**config.mk**
```make
export PLATFORM = sky130hd
export DESIGN_NAME = l1_req_fifo
export DESIGN_NICKNAME = d
export VERILOG_FILES = /design/src/design/l1_req_fifo.sv
export SDC_FILE = /design/constraint.sdc
export NUM_CORES = 1
export LEC_CHECK = 0
export BUFFER_PORTS_ARGS = -buffer_cell sky130_fd_sc_hd__buf_2
export CORE_MARGIN = 5
export CORE_UTILIZATION = 35
export DETAILED_ROUTE_END_ITERATION = 16
export PLACE_DENSITY = 0.57
export SYNTH_ARGS = -nofsm -noshare
export SYNTH_HDL_FRONTEND = slang
export SYNTH_SLANG_ARGS = --single-unit
```
**constraint.sdc**
```tcl
create_clock -name clk_i -period 2.43 [get_ports clk_i]
set_input_delay 0.3645 -clock clk_i [delete_from_list [all_inputs] [get_ports clk_i]]
set_output_delay 0.3645 -clock clk_i [all_outputs]
set_load 0.1 [all_outputs]
```
**src/design/l1_req_fifo.sv**
```systemverilog
`timescale 1ns/1ps

module l1_req_fifo #(
    parameter int ADDR_W     = 32,
    parameter int FIFO_DEPTH = 4
) (
    input  logic              clk_i,
    input  logic              rstn_i,
    input  logic              push_valid_i,
    input  logic [ADDR_W-1:0] push_addr_i,
    output logic              push_ready_o,
    output logic              pop_valid_o,
    output logic [ADDR_W-1:0] pop_addr_o,
    input  logic              pop_ready_i
);

    localparam int PTR_W = (FIFO_DEPTH > 1) ? $clog2(FIFO_DEPTH) : 1;
    localparam int CNT_W = $clog2(FIFO_DEPTH + 1);

    logic [ADDR_W-1:0] mem [FIFO_DEPTH];
    logic [PTR_W-1:0]  wr_ptr;
    logic [PTR_W-1:0]  rd_ptr;
    logic [CNT_W-1:0]  count;
    logic              push;
    logic              pop;

    function automatic logic [PTR_W-1:0] next_ptr(input logic [PTR_W-1:0] ptr);
        return (ptr == PTR_W'(FIFO_DEPTH - 1)) ? '0 : ptr + 1'b1;
    endfunction

    assign push_ready_o = (count != CNT_W'(FIFO_DEPTH));
    assign pop_valid_o  = (count != '0);
    assign pop_addr_o   = mem[rd_ptr];
    assign push         = push_valid_i && push_ready_o;
    assign pop          = pop_valid_o && pop_ready_i;

    always_ff @(posedge clk_i) begin
        if (push) begin
            mem[wr_ptr] <= push_addr_i;
        end
    end

    always_ff @(posedge clk_i) begin
        if (!rstn_i) begin
            wr_ptr <= '0;
            rd_ptr <= '0;
            count  <= '0;
        end else begin
            if (push) begin
                wr_ptr <= next_ptr(wr_ptr);
            end
            if (pop) begin
                rd_ptr <= next_ptr(rd_ptr);
            end
            count <= count + CNT_W'(push) - CNT_W'(pop);
        end
    end

    a_no_overflow: assert property (@(posedge clk_i) disable iff (!rstn_i)
        count <= CNT_W'(FIFO_DEPTH));

endmodule

```
Word-level counts from Yosys, hierarchy flattened:

Memories as Yosys holds them, arrays and structs flattened. A register that Yosys moved wholly into a read port is not among the register bits.
Index checks and enable logic that the tools add are counted.

* flip-flop bits (word level): 7
* bits in writable memories: 128
* input bits: 36
* output and inout port bits: 34
* logic and storage cells: 20
* memories kept: 1

Memories
* mem: depth 4, bits a word 32, rd ports 1, clocked after memory_dff 1, write ports 1, RTL line 20 `logic [ADDR_W-1:0] mem [FIFO_DEPTH];`

* add/sub/neg operators: 4
* eq/ne operators: 3
* mux-type cells: 6
* reductions and logical operators: 3

Operator list (number)
* 2-to-1 mux 2 bit: 4
* adder 2 x 1 -> 2 bit (second input constant): 2
* == test 2 bit (second input constant): 2
* adder 3 x 1 -> 3 bit: 1
* != test 3 bit (second input constant): 1
* nonzero test 3 bit: 1
* subtractor 3 x 1 -> 3 bit: 1
* logical AND 1 bit: 2
* 2-to-1 mux 1 bit: 2

Logic depth before layout (Yosys ltp):

* depth in word-level cells: 4
* mapped depth: 12
* depth with buffers taken out: 11

Worst setup path after synthesis:

No wires, ideal clock.

* kind: reg-to-reg
* from: reg count[1]
* to: reg count[2]
* library setup time: 0.115 ns
* arrival: 2.343 ns
* data required time: 2.315 ns
* path slack: -0.028 ns
* cell stages (with the launch flop): 13
* cell sequence: dfxtp_1 > or3b_1 > buf_6 > and2_4 > inv_1 > ha_1 > inv_1 > ha_1 > inv_1 > fa_1 > xnor2_1 > xnor2_1 > and2_1

* longest elaborated chain between the ends: 4

RTL lines
* start: declaration: RTL line 23 `logic [CNT_W-1:0] count;`
* start signal: assignment: RTL line 55 `count <= count + CNT_W'(push) - CNT_W'(pop);`
* != test 3 bit: RTL line 31 `assign push_ready_o = (count != CNT_W'(FIFO_DEPTH));`
* named net push_ready_o: RTL line 11 `output logic push_ready_o,`
* logical AND 1 bit: RTL line 34 `assign push = push_valid_i && push_ready_o;`
* adder 3 x 1 -> 3 bit: RTL line 55
* subtractor 3 x 1 -> 3 bit: RTL line 55

The timed path passes the listed nets, and every way through them passes these cells.
A chain may end at the register's enable or synchronous reset.

==> impl_metrics.env <==
export IMPL_tightest_slew_ps=910
export IMPL_antenna_found_initial=0
export IMPL_coreArea_um2=14400
export IMPL_layout_cells_most_common="edfxtp_1"
export IMPL_grt_pass1_vias=2639
export IMPL_outcome="completed"
export IMPL_drv_cap=0
export IMPL_grt_max_degree=33
export IMPL_rr_startpoint="count[1]$_SDFF_PN0_"
export IMPL_die_h_um=131
export IMPL_crit_type="reg -> out"
export IMPL_clock_latency_ps=410
export IMPL_vias_per_cell=4.69
export IMPL_synth_nets=263
export IMPL_pin_count=70
export IMPL_rsz0062_at_grt="false"
export IMPL_grt_pass1_wl_um=14100
export IMPL_drc=0
export IMPL_wl_per_cell_um=17.8
export IMPL_hold_viol_final=0
export IMPL_num_rows=44
export IMPL_die_area_um2=17100
export IMPL_syn_to_final_growth_pct=23.3
export IMPL_fp_dieW_um=131
export IMPL_ys_types=27
export IMPL_ff2ff_path_depth=11
export IMPL_holdBufCountCts=0
export IMPL_fin_nets=349
export IMPL_arrival_ps=1950
export IMPL_setup_violations=0
export IMPL_finalCritPeriodShare_pct=95.1
export IMPL_hp_class="in -> reg"
export IMPL_drt_total_wl_um=8960
export IMPL_start_util_pct=35.3
export IMPL_ir_worst_vdd_mv=0.820
export IMPL_htree_levels=4
export IMPL_cp_required_ps=2070
export IMPL_grt_ovfl_total=0
export IMPL_grt_total_usage_pct=11.5
export IMPL_hold_path_depth=1
export IMPL_seq_area_frac_synth_pct=79.0
export IMPL_worstSetupEndpointType="primary output"
export IMPL_ant_nets=0
export IMPL_synth_warnings=0
export IMPL_rr_endpoint="count[2]$_SDFF_PN0_"
export IMPL_p_leak_nw=2.16
export IMPL_layout_drive_gt1_share_pct=45.3
export IMPL_hpwlAfterDp_um=5290
export IMPL_cp_max_fo=14
export IMPL_crit_path_end="pop_addr_o[3]"
export IMPL_dr_pass1_iters=4
export IMPL_fin_worst_skew_ps=6.38
export IMPL_ys_ff_latch=137
export IMPL_slew_viol_final=0
export IMPL_routabilityCongestion=0.684
export IMPL_finalSetupTns_ps=0
export IMPL_fin_crit_ps=2310
export IMPL_numCtsBuffers=17
export IMPL_postSynthCellCount=219
export IMPL_reg2reg_slack_ps=120
export IMPL_relSlewSlack_pct=39.3
export IMPL_root_buffer="clkbuf_16"
export IMPL_finalPower_mw=8.50
export IMPL_clockBufferDepth=2
export IMPL_cts_tree="built"
export IMPL_final_cell_mix="edfxtp_1 (128), buf_2 (69), mux4_2 (32)"
export IMPL_io_buffers=69
export IMPL_fmax_mhz=433
export IMPL_powerDensity_nw_per_um2=1350
export IMPL_synthesis_area_um2=5090
export IMPL_clk_pin_slew_ps=50
export IMPL_cp_start_kind="flop"
export IMPL_drt_iter0_markers=180
export IMPL_num_vias=2354
export IMPL_n_antenna_cell=0
export IMPL_clkSinkCount=137
export IMPL_syn_avg_cell_area_um2=23.3
registers in the layout (all words and copies together), names as in the netlist, named ones only:
signal	flops
count	3
rd_ptr	2
mem	128
wr_ptr	2
worst max-delay path: stages (launching register included):
cell	delay (ps)
dfxtp_2	340
buf_4	310
mux4_2	560
buf_2	310
through the flow:
step / std cells / setup slack, ps / instance area, um2 / util (%) / hold slack, ps
6_report: 502 / 120 / 6280 / 43.6 / 166
5_1_grt: 502 / 5.76 / 6280 / 43.6 / 142
4_1_cts: 501 / 33.8 / 6260 / 43.4 / 141
3_5_place_dp: 469 / 49.1 / 5690 / 39.5 / 508
3_3_place_gp: 469 / 101 / 5690 / 39.5 / 506
2_1_floorplan: 219 / 4.53 / 5110 / - / 463
kinds of logic (layout without fill, tap and decap cells):
logic type | count (synthesis) | in the layout | share of synthesized area (%)
and+or+nand+nor | 20 | 20 | 2.26
AOI/OAI and AO/OA | 4 | 4 | 0.442
buffers and inverters | 15 | 114 | 1.50
muxes | 33 | 33 | 14.3
xor gates and xnor gates | 2 | 2 | 0.344
DFF | 137 | 137 | 79.0
adders and majority gates | 8 | 8 | 2.11
final cells by class:
class	instances	area (um2)
fillers	1280	8140
flip-flops and latches	137	4030
multi-input cells	67	1010
clock buffers	22	444
repair buffers	76	423
well taps	184	230
clock inverters	10	126
inverters	6	22.5
synth_stat cells, drive strengths merged:
| cell type | number | area share, % |
|---|---|---|
| dfxtp | 9 | 3.5 |
| or3b | 1 | 0.17 |
| nand2 | 5 | 0.37 |
| nand4 | 1 | 0.12 |
| o31ai | 1 | 0.15 |
| and2 | 3 | 0.42 |
| nand3 | 2 | 0.20 |
| inv | 6 | 0.44 |
| fa | 1 | 0.39 |
| mux4 | 32 | 14 |
| edfxtp | 128 | 75 |
| mux2i | 1 | 0.20 |
| buf | 8 | 0.98 |
| ha | 7 | 1.7 |
| xnor2 | 2 | 0.34 |
| and3 | 4 | 0.57 |
| or3 | 1 | 0.15 |
| nor2b | 1 | 0.12 |
| o21ai | 3 | 0.29 |
| clkbuf | 1 | 0.074 |
| nor2 | 2 | 0.15 |
report_power, final:
group          internal, mW  switching, mW
Sequential             2.87         0.0807
Clock                  1.60          0.873
Combinational         0.699           2.38
worst min path at each step:
stage	slack, ps	from	end
finish	170	push_addr_i[12]	mem[2][12]$_DFFE_PP_
global route	140	push_addr_i[12]	mem[3][12]$_DFFE_PP_
CTS	140	push_addr_i[12]	mem[2][12]$_DFFE_PP_
detailed placement	510	wr_ptr[1]$_SDFFE_PN0P_	wr_ptr[1]$_SDFFE_PN0P_
global placement	510	wr_ptr[1]$_SDFFE_PN0P_	wr_ptr[1]$_SDFFE_PN0P_
floorplan	460	push_addr_i[0]	mem[0][0]$_DFFE_PP_
routing by layer:
layer  up-vias  routed length (um)  GRT usage (%)
li1       1074                   -              -
met1      1200                3830           13.9
met2        67                4390           18.3
met3        13                 588           5.04
met4         0                 148           4.54
met5         -                   0              0
timing repair:
item | 4_1_cts | 5_1_grt
setup buffers | 0 | 1
gates resized for setup | 0 | 2
endpoints found under the setup margin | 0 | 1
(Power assumes the default switching activity.)
