## config.mk

```make
export PLATFORM = sky130hd
export DESIGN_NAME = l1_ctrl
export DESIGN_NICKNAME = d
export VERILOG_FILES = /design/src/design/l1_cache_pkg.sv /design/src/design/l1_ctrl.sv
export SDC_FILE = /design/constraint.sdc
export NUM_CORES = 1
export LEC_CHECK = 0
export ABC_AREA = 0
export BUFFER_PORTS_ARGS = -buffer_cell sky130_fd_sc_hd__clkbuf_2
export CORE_AREA = 2 2 268 270
export CTS_BUF_LIST = sky130_fd_sc_hd__clkbuf_4 sky130_fd_sc_hd__clkbuf_8
export CTS_CLUSTER_SIZE = 20
export DETAILED_ROUTE_END_ITERATION = 8
export DIE_AREA = 0 0 270 272
export GPL_TIMING_DRIVEN = 0
export HOLD_SLACK_MARGIN = 0.03
export PLACE_DENSITY_LB_ADDON = 0.3
export SLEW_MARGIN = 15
export SYNTH_ARGS = -nofsm -noshare
export SYNTH_HDL_FRONTEND = slang
export SYNTH_SLANG_ARGS = --single-unit
export TNS_END_PERCENT = 1
```

## constraint.sdc

```tcl
create_clock -name clk_i -period 5.7 [get_ports clk_i]
set_input_delay 0.57 -clock clk_i [delete_from_list [all_inputs] [get_ports clk_i]]
set_output_delay 0.57 -clock clk_i [all_outputs]
set_load 0.02 [all_outputs]
```

## src/design/l1_cache_pkg.sv

```systemverilog
package l1_cache_pkg;

    // Default cache geometry
    localparam int ADDR_W     = 32;
    localparam int DATA_W     = 32;
    localparam int BLOCK_W    = 128;
    localparam int WAYS       = 2;
    localparam int SETS       = 16;
    localparam int FIFO_DEPTH = 4;

    // Address split into tag, index and byte offset
    localparam int OFFSET_W = $clog2(BLOCK_W / 8);
    localparam int INDEX_W  = $clog2(SETS);
    localparam int TAG_W    = ADDR_W - INDEX_W - OFFSET_W;

    // Controller FSM
    typedef enum logic [2:0] {
        CTRL_IDLE,
        CTRL_LOOKUP,
        CTRL_RESP,
        CTRL_BUS_REQ,
        CTRL_BUS_WAIT
    } ctrl_state_e;

endpackage
```

## src/design/l1_ctrl.sv

```systemverilog
`timescale 1ns/1ps

module l1_ctrl
    import l1_cache_pkg::*;
#(
    parameter int ADDR_W    = l1_cache_pkg::ADDR_W,
    parameter int DATA_W    = l1_cache_pkg::DATA_W,
    parameter int BLOCK_W   = l1_cache_pkg::BLOCK_W,
    parameter int WAYS      = l1_cache_pkg::WAYS,
    parameter int SETS      = l1_cache_pkg::SETS,
    localparam int OFFSET_W = $clog2(BLOCK_W / 8),
    localparam int INDEX_W  = $clog2(SETS),
    localparam int TAG_W    = ADDR_W - INDEX_W - OFFSET_W
) (
    input  logic                    clk_i,
    input  logic                    rstn_i,
    input  logic                    q_valid_i,
    input  logic [ADDR_W-1:0]       q_addr_i,
    output logic                    q_ready_o,
    output logic                    ram_rd_en_o,
    output logic [INDEX_W-1:0]      ram_index_o,
    output logic [WAYS-1:0]         ram_wr_way_o,
    output logic [TAG_W-1:0]        ram_wr_tag_o,
    output logic [BLOCK_W-1:0]      ram_wr_block_o,
    input  logic [WAYS*TAG_W-1:0]   ram_tags_i,
    input  logic [WAYS*BLOCK_W-1:0] ram_blocks_i,
    output logic                    rsp_valid_o,
    output logic [DATA_W-1:0]       rsp_data_o,
    input  logic                    rsp_ready_i,
    output logic                    bus_req_valid_o,
    output logic [ADDR_W-1:0]       bus_req_addr_o,
    input  logic                    bus_req_ready_i,
    input  logic                    bus_rsp_valid_i,
    input  logic [BLOCK_W-1:0]      bus_rsp_block_i,
    output logic                    bus_rsp_ready_o
);

    localparam int WAY_W  = (WAYS > 1) ? $clog2(WAYS) : 1;
    localparam int BYTE_W = $clog2(DATA_W / 8);

    ctrl_state_e        state_q;
    logic [ADDR_W-1:0]  addr_q;
    logic [WAY_W-1:0]   victim_q;
    logic [DATA_W-1:0]  rsp_data_q;
    logic [WAYS-1:0]    valid_q [SETS];
    logic [WAY_W-1:0]   rr_q    [SETS];

    logic [INDEX_W-1:0] lk_index;
    logic [TAG_W-1:0]   lk_tag;
    logic               q_fire;
    logic               refill;
    logic               hit;
    logic [BLOCK_W-1:0] hit_block;
    logic               all_valid;
    logic [WAY_W-1:0]   victim;

    // Word select uses the bits between the byte offset and the block offset
    function automatic logic [DATA_W-1:0] pick_word(input logic [BLOCK_W-1:0] blk,
                                                    input logic [ADDR_W-1:0]  addr);
        return blk[addr[OFFSET_W-1:BYTE_W] * DATA_W +: DATA_W];
    endfunction

    function automatic logic [WAY_W-1:0] next_way(input logic [WAY_W-1:0] way);
        return (way == WAY_W'(WAYS - 1)) ? '0 : way + 1'b1;
    endfunction

    assign lk_index = addr_q[OFFSET_W +: INDEX_W];
    assign lk_tag   = addr_q[ADDR_W-1 -: TAG_W];
    assign q_fire   = (state_q == CTRL_IDLE) && q_valid_i;
    assign refill   = (state_q == CTRL_BUS_WAIT) && bus_rsp_valid_i;

    assign q_ready_o   = (state_q == CTRL_IDLE);
    assign ram_rd_en_o = q_fire;
    assign ram_index_o = (state_q == CTRL_IDLE) ? q_addr_i[OFFSET_W +: INDEX_W] : lk_index;

    // Refill writes the victim way straight from the bus
    assign ram_wr_way_o   = refill ? (WAYS'(1) << victim_q) : '0;
    assign ram_wr_tag_o   = lk_tag;
    assign ram_wr_block_o = bus_rsp_block_i;

    assign rsp_valid_o     = (state_q == CTRL_RESP);
    assign rsp_data_o      = rsp_data_q;
    assign bus_req_valid_o = (state_q == CTRL_BUS_REQ);
    assign bus_req_addr_o  = {addr_q[ADDR_W-1:OFFSET_W], {OFFSET_W{1'b0}}};
    assign bus_rsp_ready_o = (state_q == CTRL_BUS_WAIT);

    // Tag compare against the ways read in the previous cycle
    always_comb begin
        hit       = 1'b0;
        hit_block = '0;
        for (int w = 0; w < WAYS; w++) begin
            if (valid_q[lk_index][w] && ram_tags_i[w*TAG_W +: TAG_W] == lk_tag) begin
                hit       = 1'b1;
                hit_block = ram_blocks_i[w*BLOCK_W +: BLOCK_W];
            end
        end
    end

    // Lowest invalid way first, else round robin
    always_comb begin
        all_valid = &valid_q[lk_index];
        victim    = rr_q[lk_index];
        for (int w = WAYS - 1; w >= 0; w--) begin
            if (!valid_q[lk_index][w]) begin
                victim = WAY_W'(w);
            end
        end
    end

    always_ff @(posedge clk_i) begin
        if (!rstn_i) begin
            state_q <= CTRL_IDLE;
            for (int s = 0; s < SETS; s++) begin
                valid_q[s] <= '0;
                rr_q[s]    <= '0;
            end
        end else begin
            case (state_q)
                CTRL_IDLE: begin
                    if (q_valid_i) begin
                        state_q <= CTRL_LOOKUP;
                    end
                end
                CTRL_LOOKUP: begin
                    if (hit) begin
                        state_q <= CTRL_RESP;
                    end else begin
                        state_q <= CTRL_BUS_REQ;
                        if (all_valid) begin
                            rr_q[lk_index] <= next_way(rr_q[lk_index]);
                        end
                    end
                end
                CTRL_BUS_REQ: begin
                    if (bus_req_ready_i) begin
                        state_q <= CTRL_BUS_WAIT;
                    end
                end
                CTRL_BUS_WAIT: begin
                    if (bus_rsp_valid_i) begin
                        valid_q[lk_index][victim_q] <= 1'b1;
                        state_q                     <= CTRL_RESP;
                    end
                end
                CTRL_RESP: begin
                    if (rsp_ready_i) begin
                        state_q <= CTRL_IDLE;
                    end
                end
                default: begin
                    state_q <= CTRL_IDLE;
                end
            endcase
        end
    end

    always_ff @(posedge clk_i) begin
        if (q_fire) begin
            addr_q <= q_addr_i;
        end
        if (state_q == CTRL_LOOKUP) begin
            victim_q   <= victim;
            rsp_data_q <= pick_word(hit_block, addr_q);
        end
        if (refill) begin
            rsp_data_q <= pick_word(bus_rsp_block_i, addr_q);
        end
    end

    a_rsp_hold: assert property (@(posedge clk_i) disable iff (!rstn_i)
        rsp_valid_o && !rsp_ready_i |=> rsp_valid_o && $stable(rsp_data_o));

    a_bus_req_hold: assert property (@(posedge clk_i) disable iff (!rstn_i)
        bus_req_valid_o && !bus_req_ready_i |=> bus_req_valid_o && $stable(bus_req_addr_o));

endmodule

```

# Word level (Yosys, flattened, before mapping)

Memory sizes are Yosys's and may differ from the RTL's. A register that Yosys moved wholly into a read port is not among the register bits.
Index checks and enable logic that the tools add are counted.

Register bits after elaboration: 68
RAM bits: 48
Input port bits: 470
Output and inout bits: 227
Word-level logic and storage cells: 69
Memories kept: 2

Memory list:

| memory  | depth | width | rd ports | clocked after Yosys merged registers in | write ports | line          | source |
|---|---|---|---|---|---|---|---|
| valid_q | 16    | 2     | 1        | 1                                       | 16          | l1_ctrl.sv:45 | `logic [WAYS-1:0] valid_q [SETS];` |
| rr_q    | 16    | 1     | 1        | 1                                       | 16          | l1_ctrl.sv:46 | `logic [WAY_W-1:0] rr_q [SETS];` |

Add/sub/neg operators: 1
Magnitude comparators: 2
Eq/ne operators: 10
Shift operators: 3
Mux-type cells: 36
Reduce and logical (&&, ||, !) cells: 11

Operators with widths:

| operator                                                             | count |
|---|---|
| 128-bit 2-to-1 mux                                                   | 2 |
| 128-bit by 8-bit indexed part select with 32-bit output              | 2 |
| 32-bit 2-to-1 mux                                                    | 2 |
| 24-bit == test                                                       | 2 |
| 4-bit 2-to-1 mux                                                     | 5 |
| 1-bit 2-to-1 mux                                                     | 17 |
| 3-bit case mux with 5 select lines                                   | 1 |
| 3-bit 2-to-1 mux                                                     | 4 |
| 2-bit 2-to-1 mux                                                     | 4 |
| 3-bit by 2-bit == test with 1-bit output, second input constant      | 2 |
| 1-bit logical AND                                                    | 5 |
| 2-bit by 1-bit != test with 1-bit output, second input constant      | 2 |
| 2-bit != test, second input constant                                 | 2 |
| 4-bit AND reduction                                                  | 1 |
| 3-bit by 1-bit == test with 1-bit output, second input constant      | 1 |
| 3-bit == test, second input constant                                 | 1 |
| 3-bit logical NOT                                                    | 1 |
| 1-bit by 2-bit < comparator with 1-bit output, second input constant | 1 |
| 2-bit AND reduction                                                  | 1 |
| 2-bit nonzero test                                                   | 1 |
| 2-bit OR reduction                                                   | 1 |
| 1-bit by 1-bit left shift with 2-bit output, first input constant    | 1 |
| 1-bit adder, second input constant                                   | 1 |
| 1-bit demux with 1-bit select                                        | 1 |
| 2 further kinds                                                      | 2 |

# Depth between registers and ports, before layout

Gate-level depths: netlist (run 1).

Depth after elaboration: 10
Mapped depth: 10

# Worst setup path after synthesis (run 1)

Ideal clock, no wire load.

Path type: register to register
From: reg state_q[2]
To: reg rsp_data_q[0] (netlist: rsp_data_o[0]) (enable)
Data arrival time: 2.928 ns
Setup slack: 2.307 ns
Cell stages (with the launch flop): 4
Path buffers: 1
Clock period less this slack: 3.393 ns
Path through: dfxtp_1 -> clkbuf_1 -> nand2b_1 -> o21ai_0

Longest elaborated chain between the ends: 3
Elaborated cells on any way between the ends: 4
Classes of those cells: 2 x eq/ne; 2 x reduce/logical

Ends and longest elaborated chain:

| item                             | line           | source |
|---|---|---|
| start: declaration               | l1_ctrl.sv:41  | `ctrl_state_e state_q;` |
| start signal: assignment         | l1_ctrl.sv:112 | `state_q <= CTRL_IDLE;` |
| start signal: assignment         | l1_ctrl.sv:121 | `state_q <= CTRL_LOOKUP;` |
| start signal: assignment         | l1_ctrl.sv:126 | `state_q <= CTRL_RESP;` |
| 3-bit == test                    | l1_ctrl.sv:70  | `assign refill = (state_q == CTRL_BUS_WAIT) && bus_rsp_valid_i;` |
| 1-bit logical AND                | l1_ctrl.sv:70  |  |
| 2-bit nonzero test (no line) (*) | -              |  |
| end signal: assignment           | l1_ctrl.sv:163 | `rsp_data_q <= pick_word(hit_block, addr_q);` |
| end signal: assignment           | l1_ctrl.sv:166 | `rsp_data_q <= pick_word(bus_rsp_block_i, addr_q);` |
| end: declaration                 | l1_ctrl.sv:44  | `logic [DATA_W-1:0] rsp_data_q;` |

Every way passes the cells marked *; elsewhere a longest branch is shown, timed or not.
A chain may end at the register's enable or synchronous reset.

# Final worst setup path (run 1)

From: reg state_q[1]
To: out ram_wr_way_o[0]

Longest elaborated chain between the ends: 3

Ends and longest elaborated chain:

| item              | line          | source |
|---|---|---|
| 3-bit == test     | l1_ctrl.sv:70 |  |
| 1-bit logical AND | l1_ctrl.sv:70 |  |
| 2-bit 2-to-1 mux  | l1_ctrl.sv:77 | `assign ram_wr_way_o = refill ? (WAYS'(1) << victim_q) : '0;` |
| end: declaration  | l1_ctrl.sv:22 | `output logic [WAYS-1:0] ram_wr_way_o,` |

No other way between the ends.

==> metrics.txt, run 1 <==
result of the run=complete, no violations; hold depth=1; maximum net fanout on the critical path=10; Fin Hold WS=0.216 ns; flip-flop cell with the highest count after synthesis=sky130_fd_sc_hd__edfxtp_1; Warnings, synthesis=0; kind of start point of the critical path=flip-flop; worst-case headroom to the max-slew limit=0.152; total standard cell area after synthesis=10900 µm²; Port Buffers=689; Async S/R FF share, synth=0; TritonRoute pass-1 iters=5; Detailed Route WL=71100 µm; final clock skew=0.0336 ns; fraction of power consumed by sequential logic=0.307; Core Region=70800 µm²; routing usage on met3=0.0457; Data arrival, critical path=4.04 ns; effective utilization at floorplan=0.154; transition at the pin with the smallest max-transition slack=1.27 ns; Via Count=13200; worst hold-check path type=input port to flip-flop; cell count of the worst reg-to-reg path=9; hold path startpoint=q_addr_i[22]; Resized cells post-CTS=0; vias in the first global route=13200; Worst Hold Endpoint=addr_q[22]; end of the worst register-to-register path=rsp_data_o[7]; share of power burned in the clock network=0.250; number of H-tree levels=4; Worst R2R Start=state_q[1]; sequential standard cell area=2990 µm²; full die area=73400 µm²; mean number of vias per cell=4.58; Worst setup EP type=primary output; maximum number of pins on one net before global-route repair=28; total number of clock tree sinks=118; global routing usage on met1=0.247; post-detailed-placement cell area=15600 µm²; number of filler cells placed in the layout=7927; required time of the critical path=5.13 ns; total area of multi-input combinational cells=6080 µm²; total routing usage reported by global routing=0.186; internal power summed over all cells=1.94 mW; root cell of the clock tree=sky130_fd_sc_hd__clkbuf_8; Post-DP HPWL=58000 µm; leakage power summed over all cells=6.93 nW; Psw=1.51 mW; critical path class=flip-flop to primary output; routability congestion estimate from global placement=0.986; summed area of non-filler cells in the final layout=16100 µm²; part of the total power dissipated in combinational logic=0.443; worst skew pair latency=0.55 ns; remaining global-route overflow=0; DR iter-0 viols=1037; maximum buffer depth of the clock tree=2; Layout area overhead=47.5%; sequential cell area fraction in the yosys report=0.275; syn_area_per_cell=9.11 µm²; total of endpoints with negative setup slack in the final report=0; Die X-Extent=270 µm; count of unique library cells instantiated by Yosys=51; power density over the cells=215 nW/µm²; fin. max-slew vios=0; # DRC=0; setup bufs post-CTS=0; TritonCTS clock tree=yes; maximum VDD drop=0.130 mV; fraction of final layout cells sized beyond drive strength 1=0.537; busiest layer in global routing=met2; global-route wire length before repair=97500 µm; number of standard cells after synthesis=1194; Net count, final=2378; most area-hungry cell type in the Yosys netlist=sky130_fd_sc_hd__edfxtp_1; number of I/O pins=697; initial antenna violation count=11; met2 usage=0.293; Post-DRT Antenna Nets=0; maximum achievable frequency=0.217 GHz; post-route core utilization=0.227; count of flip-flops with a built-in enable after synthesis=63; hold_buf cts=0; shortest period the worst path allows=4.61 ns; final hold violation count=0; share of Yosys cell area claimed by the top area cell type=0.174; die extent in y=272 µm; number of register bits inferred by synthesis=118; clock buffers created by TritonCTS=17; Switching Share=0.437; routed wire length per instance=24.7 µm; most area-consuming cells after synthesis=sky130_fd_sc_hd__edfxtp_1, sky130_fd_sc_hd__mux4_2, sky130_fd_sc_hd__buf_4, sky130_fd_sc_hd__dfxtp_1, sky130_fd_sc_hd__o21ai_0; flop-to-flop setup slack=1.31 ns; standard-cell rows=98; max-capacitance violation count=0; clock edge transition at the registers on the reported setup and hold paths=0.10 ns; part of the cycle the worst path needs=0.808; unrepaired setup endpoints after global routing=no
[synth_stat cells, drive strengths merged (6+ instances only)]
cell type,instances
o21ai,215
xor2,48
clkbuf,80
mux4,65
o211ai,142
mux2,9
nand2b,6
mux2i,28
nand4,17
buf,206
nor2b,44
nand2,54
a211oi,10
nor4,19
dfxtp,55
edfxtp,63
or2,10
nor2,21
a21oi,39
nor3,14
[routing by layer]
| layer | up-vias | wire (µm) |
|---|---|---|
| met5 | - | 19 |
| li1 | 5814 | - |
| met3 | 98 | 5400 |
| met4 | 4 | 1660 |
| met2 | 712 | 32900 |
| met1 | 6543 | 31200 |
[final cells by class]
| type | instances | area share |
|---|---|---|
| Multi-Input combinational cell | 790 | 0.379 |
| Antenna cell | 4 | 0.000623 |
| Clock inverter | 15 | 0.0111 |
| Inverter | 3 | 0.000701 |
| Timing Repair Buffer | 692 | 0.219 |
| Tap cell | 950 | 0.0740 |
| Buffer | 286 | 0.114 |
| Sequential cell | 118 | 0.186 |
| Clock buffer | 17 | 0.0146 |
[worst max-delay path by stage]
stage | startpoint | end | slack, ns | depth (start not counted)
after detailed placement | addr_q[2] | rsp_data_o[27] | 1.10 | 8
final | state_q[1] | ram_wr_way_o[0] | 1.09 | 7
after floorplan | state_q[2] | rsp_data_o[0] | 2.31 | 3
after global routing | state_q[1] | ram_wr_way_o[0] | 0.79 | 7
after CTS | state_q[1] | ram_wr_way_o[0] | 0.90 | 7
after global placement | state_q[1] | rsp_data_o[24] | -2.41 | 6
[logic make-up after synthesis]
| group | share of synthesized area |
|---|---|
| other | 0.000345 |
| flip-flops | 0.275 |
| AO/OA/AOI/OAI | 0.249 |
| AND/OR/NAND/NOR | 0.0989 |
| multiplexers | 0.170 |
| buffers and inverters | 0.168 |
| XOR/XNOR | 0.0386 |
[critical path, cell delays in order, from the launching register on]
cell and delay, ns:
sky130_fd_sc_hd__dfxtp_1 0.31, sky130_fd_sc_hd__clkbuf_1 0.23, sky130_fd_sc_hd__nand4bb_1 0.59, sky130_fd_sc_hd__clkbuf_1 0.43, sky130_fd_sc_hd__clkbuf_2 0.50, sky130_fd_sc_hd__nor2_1 0.67
sky130_fd_sc_hd__clkbuf_1 0.49, sky130_fd_sc_hd__clkbuf_2 0.27
[power groups by stage]
stage	clock network [mW]	logic, mW	registers [mW]
2_1_floorplan	0	0.784	1.11
3_3_place_gp	0	1.49	1.09
3_5_place_dp	0	1.53	1.08
4_1_cts	0.912	1.54	1.06
5_1_grt	0.937	1.62	1.07
6_report	0.860	1.53	1.06
[state kept, by name (all words and copies together) (netlist names), named ones only]
register and count:
addr_q 30, rr_q 16, rsp_data_o 32, state_q 3, valid_q 32, victim_q 1
[metrics by stage]
stage / power (mW) / setup slack (ns) / instances / setup TNS [ns]
floorplan: 1.89 / 2.31 / 1197 / 0
global placement: 2.59 / -2.41 / 2836 / -76.91
detailed placement: 2.61 / 1.10 / 2839 / 0
CTS: 3.51 / 0.899 / 2871 / 0
global route: 3.63 / 0.791 / 2872 / 0
finish: 3.45 / 1.09 / 2875 / 0
[layout by cell type (no fill, tap or decap), drive strengths merged, types with 9 or more instances in the layout]
| cell type | count |
|---|---|
| nand2 | 54 |
| inv | 13 |
| nand4 | 17 |
| xor2 | 48 |
| a21oi | 39 |
| or2 | 10 |
| o211ai | 142 |
| clkbuf | 786 |
| a211oi | 10 |
| nor4 | 19 |
| mux2i | 28 |
| dfxtp | 55 |
| mux2 | 9 |
| o21ai | 215 |
| nor2 | 21 |
| nor3 | 14 |
| edfxtp | 63 |
| mux4 | 65 |
| buf | 209 |
| nor2b | 44 |
No activity file was read; power rests on OpenSTA's default activity.
==> run 2, diff against run 1 <==
--- a/config.mk
+++ b/config.mk
@@ -5,13 +5,13 @@
 export SDC_FILE = /design/constraint.sdc
 export NUM_CORES = 1
 export LEC_CHECK = 0
-export ABC_AREA = 0
+export ABC_AREA = 1
 export BUFFER_PORTS_ARGS = -buffer_cell sky130_fd_sc_hd__clkbuf_2
-export CORE_AREA = 2 2 268 270
+export CORE_AREA = 2 2 273 275
 export CTS_BUF_LIST = sky130_fd_sc_hd__clkbuf_4 sky130_fd_sc_hd__clkbuf_8
 export CTS_CLUSTER_SIZE = 20
 export DETAILED_ROUTE_END_ITERATION = 8
-export DIE_AREA = 0 0 270 272
+export DIE_AREA = 0 0 275 277
 export GPL_TIMING_DRIVEN = 0
 export HOLD_SLACK_MARGIN = 0.03
 export PLACE_DENSITY_LB_ADDON = 0.3
==> constraint.sdc (replaced) <==
create_clock -name clk_i -period 3.7 [get_ports clk_i]
set_input_delay 0.37 -clock clk_i [delete_from_list [all_inputs] [get_ports clk_i]]
set_output_delay 0.37 -clock clk_i [all_outputs]
set_load 0.02 [all_outputs]
==> run 2 against run 1 <==
Global-route usage rose by 0.081 points. Final area rose by 5.6%. Setup slack got worse by 0.69 ns. Power rose by 48%. Die area rose by 3.7%. Largest cell class unchanged. Core utilization rose by 0.36 points. Sequential share of layout area fell by 0.99 points. Register-to-register slack got worse by 0.91 ns.
==> metrics.txt, run 2 <==
maximum number of pins on one net before global-route repair=32 (+14%); routed wire length per instance=20.0 µm (-19%); fin. max-slew vios=0 (unchanged); effective utilization at floorplan=0.157 (+0.00313); count of unique library cells instantiated by Yosys=32 (-37%); worst skew pair latency=0.55 ns (about the same); cell with the most instances after synthesis=sky130_fd_sc_hd__nand2_1; Port Buffers=689 (unchanged); critical path class=flip-flop to flip-flop; # DRC=0 (unchanged); clock buffers created by TritonCTS=17 (unchanged); maximum buffer depth of the clock tree=2 (unchanged); sequential cell area fraction in the yosys report=0.259 (-0.0158); Resized cells post-CTS=0 (unchanged); Post-DP HPWL=61100 µm (+5.5%); Worst R2R Start=state_q[0]; root cell of the clock tree=sky130_fd_sc_hd__clkbuf_8; Post-DRT Antenna Nets=0 (unchanged); Layout area overhead=46.9%; shortest period the worst path allows=3.30 ns; TritonCTS clock tree=yes; TritonRoute pass-1 iters=7 (+2); number of H-tree levels=4 (unchanged); total power=5.11 mW (+48%); routability congestion estimate from global placement=0.959 (-2.7%); mean number of vias per cell=4.11 (-10%); final clock skew=0.0351 ns (+0.00152 ns); transition at the pin with the smallest max-transition slack=1.45 ns (+0.178 ns); Net count, final=3118 (+31%); total of endpoints with negative setup slack in the final report=0 (unchanged); fraction of final layout cells sized beyond drive strength 1=0.363 (-0.175); most numerous cell types in the synthesized netlist=sky130_fd_sc_hd__nand2_1, sky130_fd_sc_hd__inv_1, sky130_fd_sc_hd__buf_4; Worst Setup SP=state_q[0]; total number of clock tree sinks=118 (unchanged); most area-hungry cell type in the Yosys netlist=sky130_fd_sc_hd__nand2_1; Detailed Route WL=72600 µm (+2.1%); post-route core utilization=0.230 (+0.00356); unrepaired setup endpoints after global routing=no; number of standard cells after synthesis=1905 (+60%); full die area=76200 µm² (+3.7%); most area-consuming cells after synthesis=sky130_fd_sc_hd__nand2_1, sky130_fd_sc_hd__edfxtp_1, sky130_fd_sc_hd__buf_4, sky130_fd_sc_hd__dfxtp_1, sky130_fd_sc_hd__inv_1; hold path startpoint=q_valid_i; total standard cell area after synthesis=11500 µm² (+6.1%); maximum net fanout on the critical path=10 (unchanged); required time of the critical path=3.98 ns (-1.15 ns); maximum achievable frequency=0.303 GHz; Via Count=14900 (+13%); flip-flop cell with the highest count after synthesis=sky130_fd_sc_hd__edfxtp_1; vias in the first global route=14600 (+10%); Die X-Extent=275 µm (+1.9%); Worst setup EP type=flip-flop; kind of start point of the critical path=flip-flop; max-capacitance violation count=0 (unchanged); final hold violation count=0 (unchanged); global-route wire length before repair=101000 µm (+3.2%); part of the cycle the worst path needs=0.891; die extent in y=277 µm (+1.8%); initial antenna violation count=17 (+6); sum of negative setup slack=0 ns (unchanged); Async S/R FF share, synth=0 (unchanged); share of Yosys cell area claimed by the top area cell type=0.191 (+0.0176); number of I/O pins=697 (unchanged); standard-cell rows=100 (+2.0%); DR iter-0 viols=979 (-5.6%); maximum VDD drop=0.139 mV (+6.2%); total routing usage reported by global routing=0.186 (+0.000812); leakage power summed over all cells=9.30 nW (+34%); count of flip-flops with a built-in enable after synthesis=63 (unchanged); syn_area_per_cell=6.06 µm² (-33%); Data arrival, critical path=3.58 ns (-0.46 ns); remaining global-route overflow=0 (unchanged); clock edge transition at the registers on the reported setup and hold paths=0.09 ns (about the same); leading cell types in the layout, fill and taps excluded=sky130_fd_sc_hd__clkbuf_2, sky130_fd_sc_hd__nand2_1, sky130_fd_sc_hd__inv_1; result of the run=complete, no violations; setup bufs post-CTS=0 (unchanged); power density over the cells=301 nW/µm² (+40%); worst-case headroom to the max-slew limit=0.0234 (-0.129); Core Region=73600 µm² (+4.0%); most common library cell in the layout ignoring fill and taps=sky130_fd_sc_hd__clkbuf_2; number of register bits inferred by synthesis=118 (unchanged); Warnings, synthesis=0 (unchanged); worst hold-check path type=input port to flip-flop
[run 2: changes by cell type in the layout (fill, tap and decap cells not counted), moves of 30 or more]
cell / delta
sky130_fd_sc_hd__mux4_2: -63
sky130_fd_sc_hd__nor2_1: +74
sky130_fd_sc_hd__o22ai_1: +54
sky130_fd_sc_hd__xnor2_1: +31
sky130_fd_sc_hd__inv_1: +272
sky130_fd_sc_hd__nor2b_1: -44
sky130_fd_sc_hd__o211ai_1: -142
sky130_fd_sc_hd__dlygate4sd3_1: +30
sky130_fd_sc_hd__xor2_1: -36
sky130_fd_sc_hd__o21ai_1: +73
sky130_fd_sc_hd__nand2_1: +535
sky130_fd_sc_hd__o21ai_0: -115
sky130_fd_sc_hd__nand3_1: +160
[run 2: through the flow]
| stage | instances | worst slack, ns | hold slack [ns] | instance area, µm² |
|---|---|---|---|---|
| floorplan | 1908 | 1.50 | 0.445 | 11600 |
| global placement | 3566 | 0.00336 | 0.459 | 16200 |
| detailed placement | 3568 | 0.287 | 0.460 | 16300 |
| CTS | 3630 | 0.258 | 0.0809 | 16900 |
| global route | 3632 | 0.0215 | 0.113 | 16900 |
| finish | 3635 | 0.401 | 0.159 | 17000 |
[run 2: repair_timing]
| action | in CTS | in global routing |
|---|---|---|
| hold endpoints to repair | 33 | 0 |
| hold buffers | 30 | 0 |
| endpoints found under the setup margin | 0 | 0 |
[run 2: final cells by class]
type | count | area [µm²]
flip-flops and latches | 118 | 2990
multi-input cells | 1228 | 5630
clock inverters | 15 | 144
clock buffers | 17 | 234
inverters | 296 | 1110
repair buffers | 721 | 3790
well taps | 969 | 1210
diodes | 5 | 12.5
fillers | 8593 | 56600
plain buffers | 266 | 1830
[run 2: worst paths after layout]
path	end	slack, ns	depth (start not counted)
worst max register to register	rsp_data_o[18]	0.40	9
worst min-delay path	flip-flop	0.16	3
worst min register to register	valid_q[0][0]	0.48	2
worst max-delay path	rsp_data_o[18]	0.40	9
[run 2: report_power, final]
group	total, mW	internal [mW]	switching (mW)
logic	2.23	0.805	1.43
registers	1.57	1.49	0.0859
clock network	1.30	0.546	0.756
[run 2: kinds of logic (layout without fill, tap and decap cells)]
group / after synthesis / count (layout) / synth area share
AND/OR/NAND/NOR: 880 / 880 / 0.314
buffers and inverters: 562 / 1315 / 0.255
AO/OA/AOI/OAI: 301 / 301 / 0.139
flip-flops: 118 / 118 / 0.259
XOR/XNOR: 43 / 43 / 0.0326
other: 1 / 9 / 0.000325
[run 2: routing by layer]
layer / vias to the layer above / track usage / routed length (µm)
met5: - / 0 / 55
met3: 95 / 0.0545 / 7780
li1: 7336 / - / -
met4: 8 / 0.0491 / 1420
met2: 736 / 0.297 / 32600
met1: 6772 / 0.244 / 30800
[run 2: critical path, cell delays in order, from the launching register on]
cell and delay [ns]:
sky130_fd_sc_hd__dfxtp_1 0.36, sky130_fd_sc_hd__nor2_2 0.14, sky130_fd_sc_hd__nand3_2 0.23, sky130_fd_sc_hd__clkbuf_1 0.49, sky130_fd_sc_hd__o21ai_0 1.27, sky130_fd_sc_hd__o22ai_1 0.19
sky130_fd_sc_hd__nand3_1 0.14, sky130_fd_sc_hd__nand2_1 0.06, sky130_fd_sc_hd__nor2_1 0.10, sky130_fd_sc_hd__nor2_1 0.05
==> run 3, diff against run 2 <==
--- a/config.mk
+++ b/config.mk
@@ -14,7 +14,7 @@
 export DIE_AREA = 0 0 275 277
 export GPL_TIMING_DRIVEN = 0
 export HOLD_SLACK_MARGIN = 0.03
-export PLACE_DENSITY_LB_ADDON = 0.3
+export PLACE_DENSITY = 0.38
 export SLEW_MARGIN = 15
 export SYNTH_ARGS = -nofsm -noshare
 export SYNTH_HDL_FRONTEND = slang
==> run 3 against run 2 <==
Largest cell class unchanged. Final cell count about the same. Worst hold slack improved by 0.022 ns. Sequential power about the same. Combinational power about the same. Critical path type unchanged. Clock power increased by 7%. Core utilization increased by 0.066 points.
==> metrics.txt, run 3 (synthesis results as in run 2) <==
result of the run=complete, no violations; final setup slack of the worst path=0.548 ns (+0.147 ns); Detailed Route WL=78500 µm (+8.0%); total area of multi-input combinational cells=5630 µm² (unchanged); total power=5.23 mW (+2.4%); leakage power summed over all cells=9.31 nW (+0.16%); root cell of the clock tree=sky130_fd_sc_hd__clkbuf_8; mean number of vias per cell=4.02 (-2.2%); post-detailed-placement cell area=16300 µm² (about the same); routed wire length per instance=21.6 µm (+7.9%); Die X-Extent=275 µm (unchanged); TritonRoute pass-1 iters=7 (unchanged); leading cell types in the layout, fill and taps excluded=sky130_fd_sc_hd__clkbuf_2, sky130_fd_sc_hd__nand2_1, sky130_fd_sc_hd__inv_1; fraction of final layout cells sized beyond drive strength 1=0.364 (+0.00113); Via Count=14600 (-2.1%); Fin Hold WS=0.181 ns (+0.0217 ns); pre-CTS setup slack=0.455 ns (+0.168 ns); remaining global-route overflow=0 (unchanged); Core Region=73600 µm² (unchanged); sum of negative setup slack=0 ns (unchanged); slowest library cell on the worst path=sky130_fd_sc_hd__clkbuf_1; post-route core utilization=0.231 (+0.000663); unrepaired setup endpoints after global routing=no; vias in the first global route=14300 (-1.7%); non-filler instance count after layout=3638 (+0.083%); number of H-tree levels=4 (unchanged); sequential standard cell area=2990 µm² (unchanged); die extent in y=277 µm (unchanged); total of endpoints with negative setup slack in the final report=0 (unchanged); Layout area overhead=47.3%; transition at the pin with the smallest max-transition slack=1.16 ns (-0.291 ns); final clock skew=0.0386 ns (+0.00353 ns); initial antenna violation count=8 (-9); total routing usage reported by global routing=0.198 (+0.0116); power density over the cells=308 nW/µm² (+2.1%); Data arrival, critical path=3.44 ns (-0.14 ns); maximum VDD drop=0.241 mV (+74%); critical path class=flip-flop to flip-flop; number of filler cells placed in the layout=8708 (+1.3%); maximum net fanout on the critical path=10 (unchanged); worst skew pair latency=0.54 ns (about the same); # DRC=0 (unchanged); required time of the critical path=3.99 ns (about the same); kind of cell adding the most delay to the critical path=buffers and inverters; clock edge transition at the registers on the reported setup and hold paths=0.09 ns (about the same); standard-cell rows=100 (unchanged); TritonCTS clock tree=yes; final hold violation count=0 (unchanged); placed cell count=3568 (unchanged); fin. max-slew vios=0 (unchanged); worst path buffer plus inverter count=3 (+2); max-capacitance violation count=0 (unchanged); global-route wire length before repair=105000 µm (+4.6%); DR iter-0 viols=850 (-13%); part of the cycle the worst path needs=0.852 (-0.0396); number of I/O pins=697 (unchanged); cell chain of the critical path=nor2_2 -> nand3_2 -> clkbuf_1 -> inv_1 -> clkbuf_1 -> a21oi_1 -> nand2_1 -> nor2_1 -> nor2_1; Net count, final=3118 (unchanged); worst hold-check path type=input port to flip-flop; delay of the slowest cell on the worst path=0.86 ns (-0.41 ns); routability congestion estimate from global placement=0.918 (-4.3%); most common library cell in the layout ignoring fill and taps=sky130_fd_sc_hd__clkbuf_2; maximum achievable frequency=0.317 GHz (+4.6%); full die area=76200 µm² (unchanged); total number of clock tree sinks=118 (unchanged); maximum buffer depth of the clock tree=2 (unchanged); shortest period the worst path allows=3.15 ns (-0.147 ns); Post-DP HPWL=64400 µm (+5.4%); kind of start point of the critical path=flip-flop; maximum number of pins on one net before global-route repair=31 (-3.1%); setup bufs post-CTS=0 (unchanged); Worst setup EP type=flip-flop; worst-case headroom to the max-slew limit=0.228 (+0.204); summed area of non-filler cells in the final layout=17000 µm² (+0.29%); Port Buffers=689 (unchanged); clock buffers created by TritonCTS=17 (unchanged); effective utilization at floorplan=0.157 (unchanged); Post-DRT Antenna Nets=0 (unchanged)
## run 3: tightest hold or removal path, cell delays in order
cell                       delay, ns
sky130_fd_sc_hd__clkbuf_2       0.10
sky130_fd_sc_hd__nor2_1         0.06
sky130_fd_sc_hd__inv_1          0.06
sky130_fd_sc_hd__a21oi_1        0.06
## run 3: power breakdown
| group | internal, mW | switching, mW | leakage (nW) | total [mW] |
|---|---|---|---|---|
| registers | 1.49 | 0.0869 | 1.05 | 1.57 |
| logic | 0.808 | 1.46 | 8.07 | 2.26 |
| clock network | 0.625 | 0.767 | 0.198 | 1.39 |
## run 3: layout make-up
cell class                 instances  area share
clock inverter                    14     0.00979
inverter                         296      0.0655
sequential                       118       0.176
buffer                           266       0.108
antenna                            8     0.00118
multi-input combinational       1228       0.331
tap                              969      0.0713
clock buffer                      18      0.0142
timing repair buffer             721       0.223
## run 3: final timing paths
path | from | end | slack (ns) | depth (start not counted)
hold / removal | bus_rsp_valid_i | state_q[2] | 0.18 | 4
setup / recovery | state_q[0] | rsp_data_o[0] | 0.55 | 9
setup reg to reg | state_q[0] | rsp_data_o[0] | 0.55 | 9
hold reg to reg | valid_q[3][0] | valid_q[3][0] | 0.48 | 2
## run 3: repair_timing
item                      4_1_cts  5_1_grt
hold buffers                   30        0
hold endpoints to repair       31        0
resized for setup               0        0
## run 3: metal layers
| layer | wire length [µm] | global-route usage |
|---|---|---|
| met1 | 31600 | 0.234 |
| met4 | 2080 | 0.0669 |
| met5 | 35 | 0 |
| met3 | 5800 | 0.0459 |
| met2 | 38900 | 0.348 |
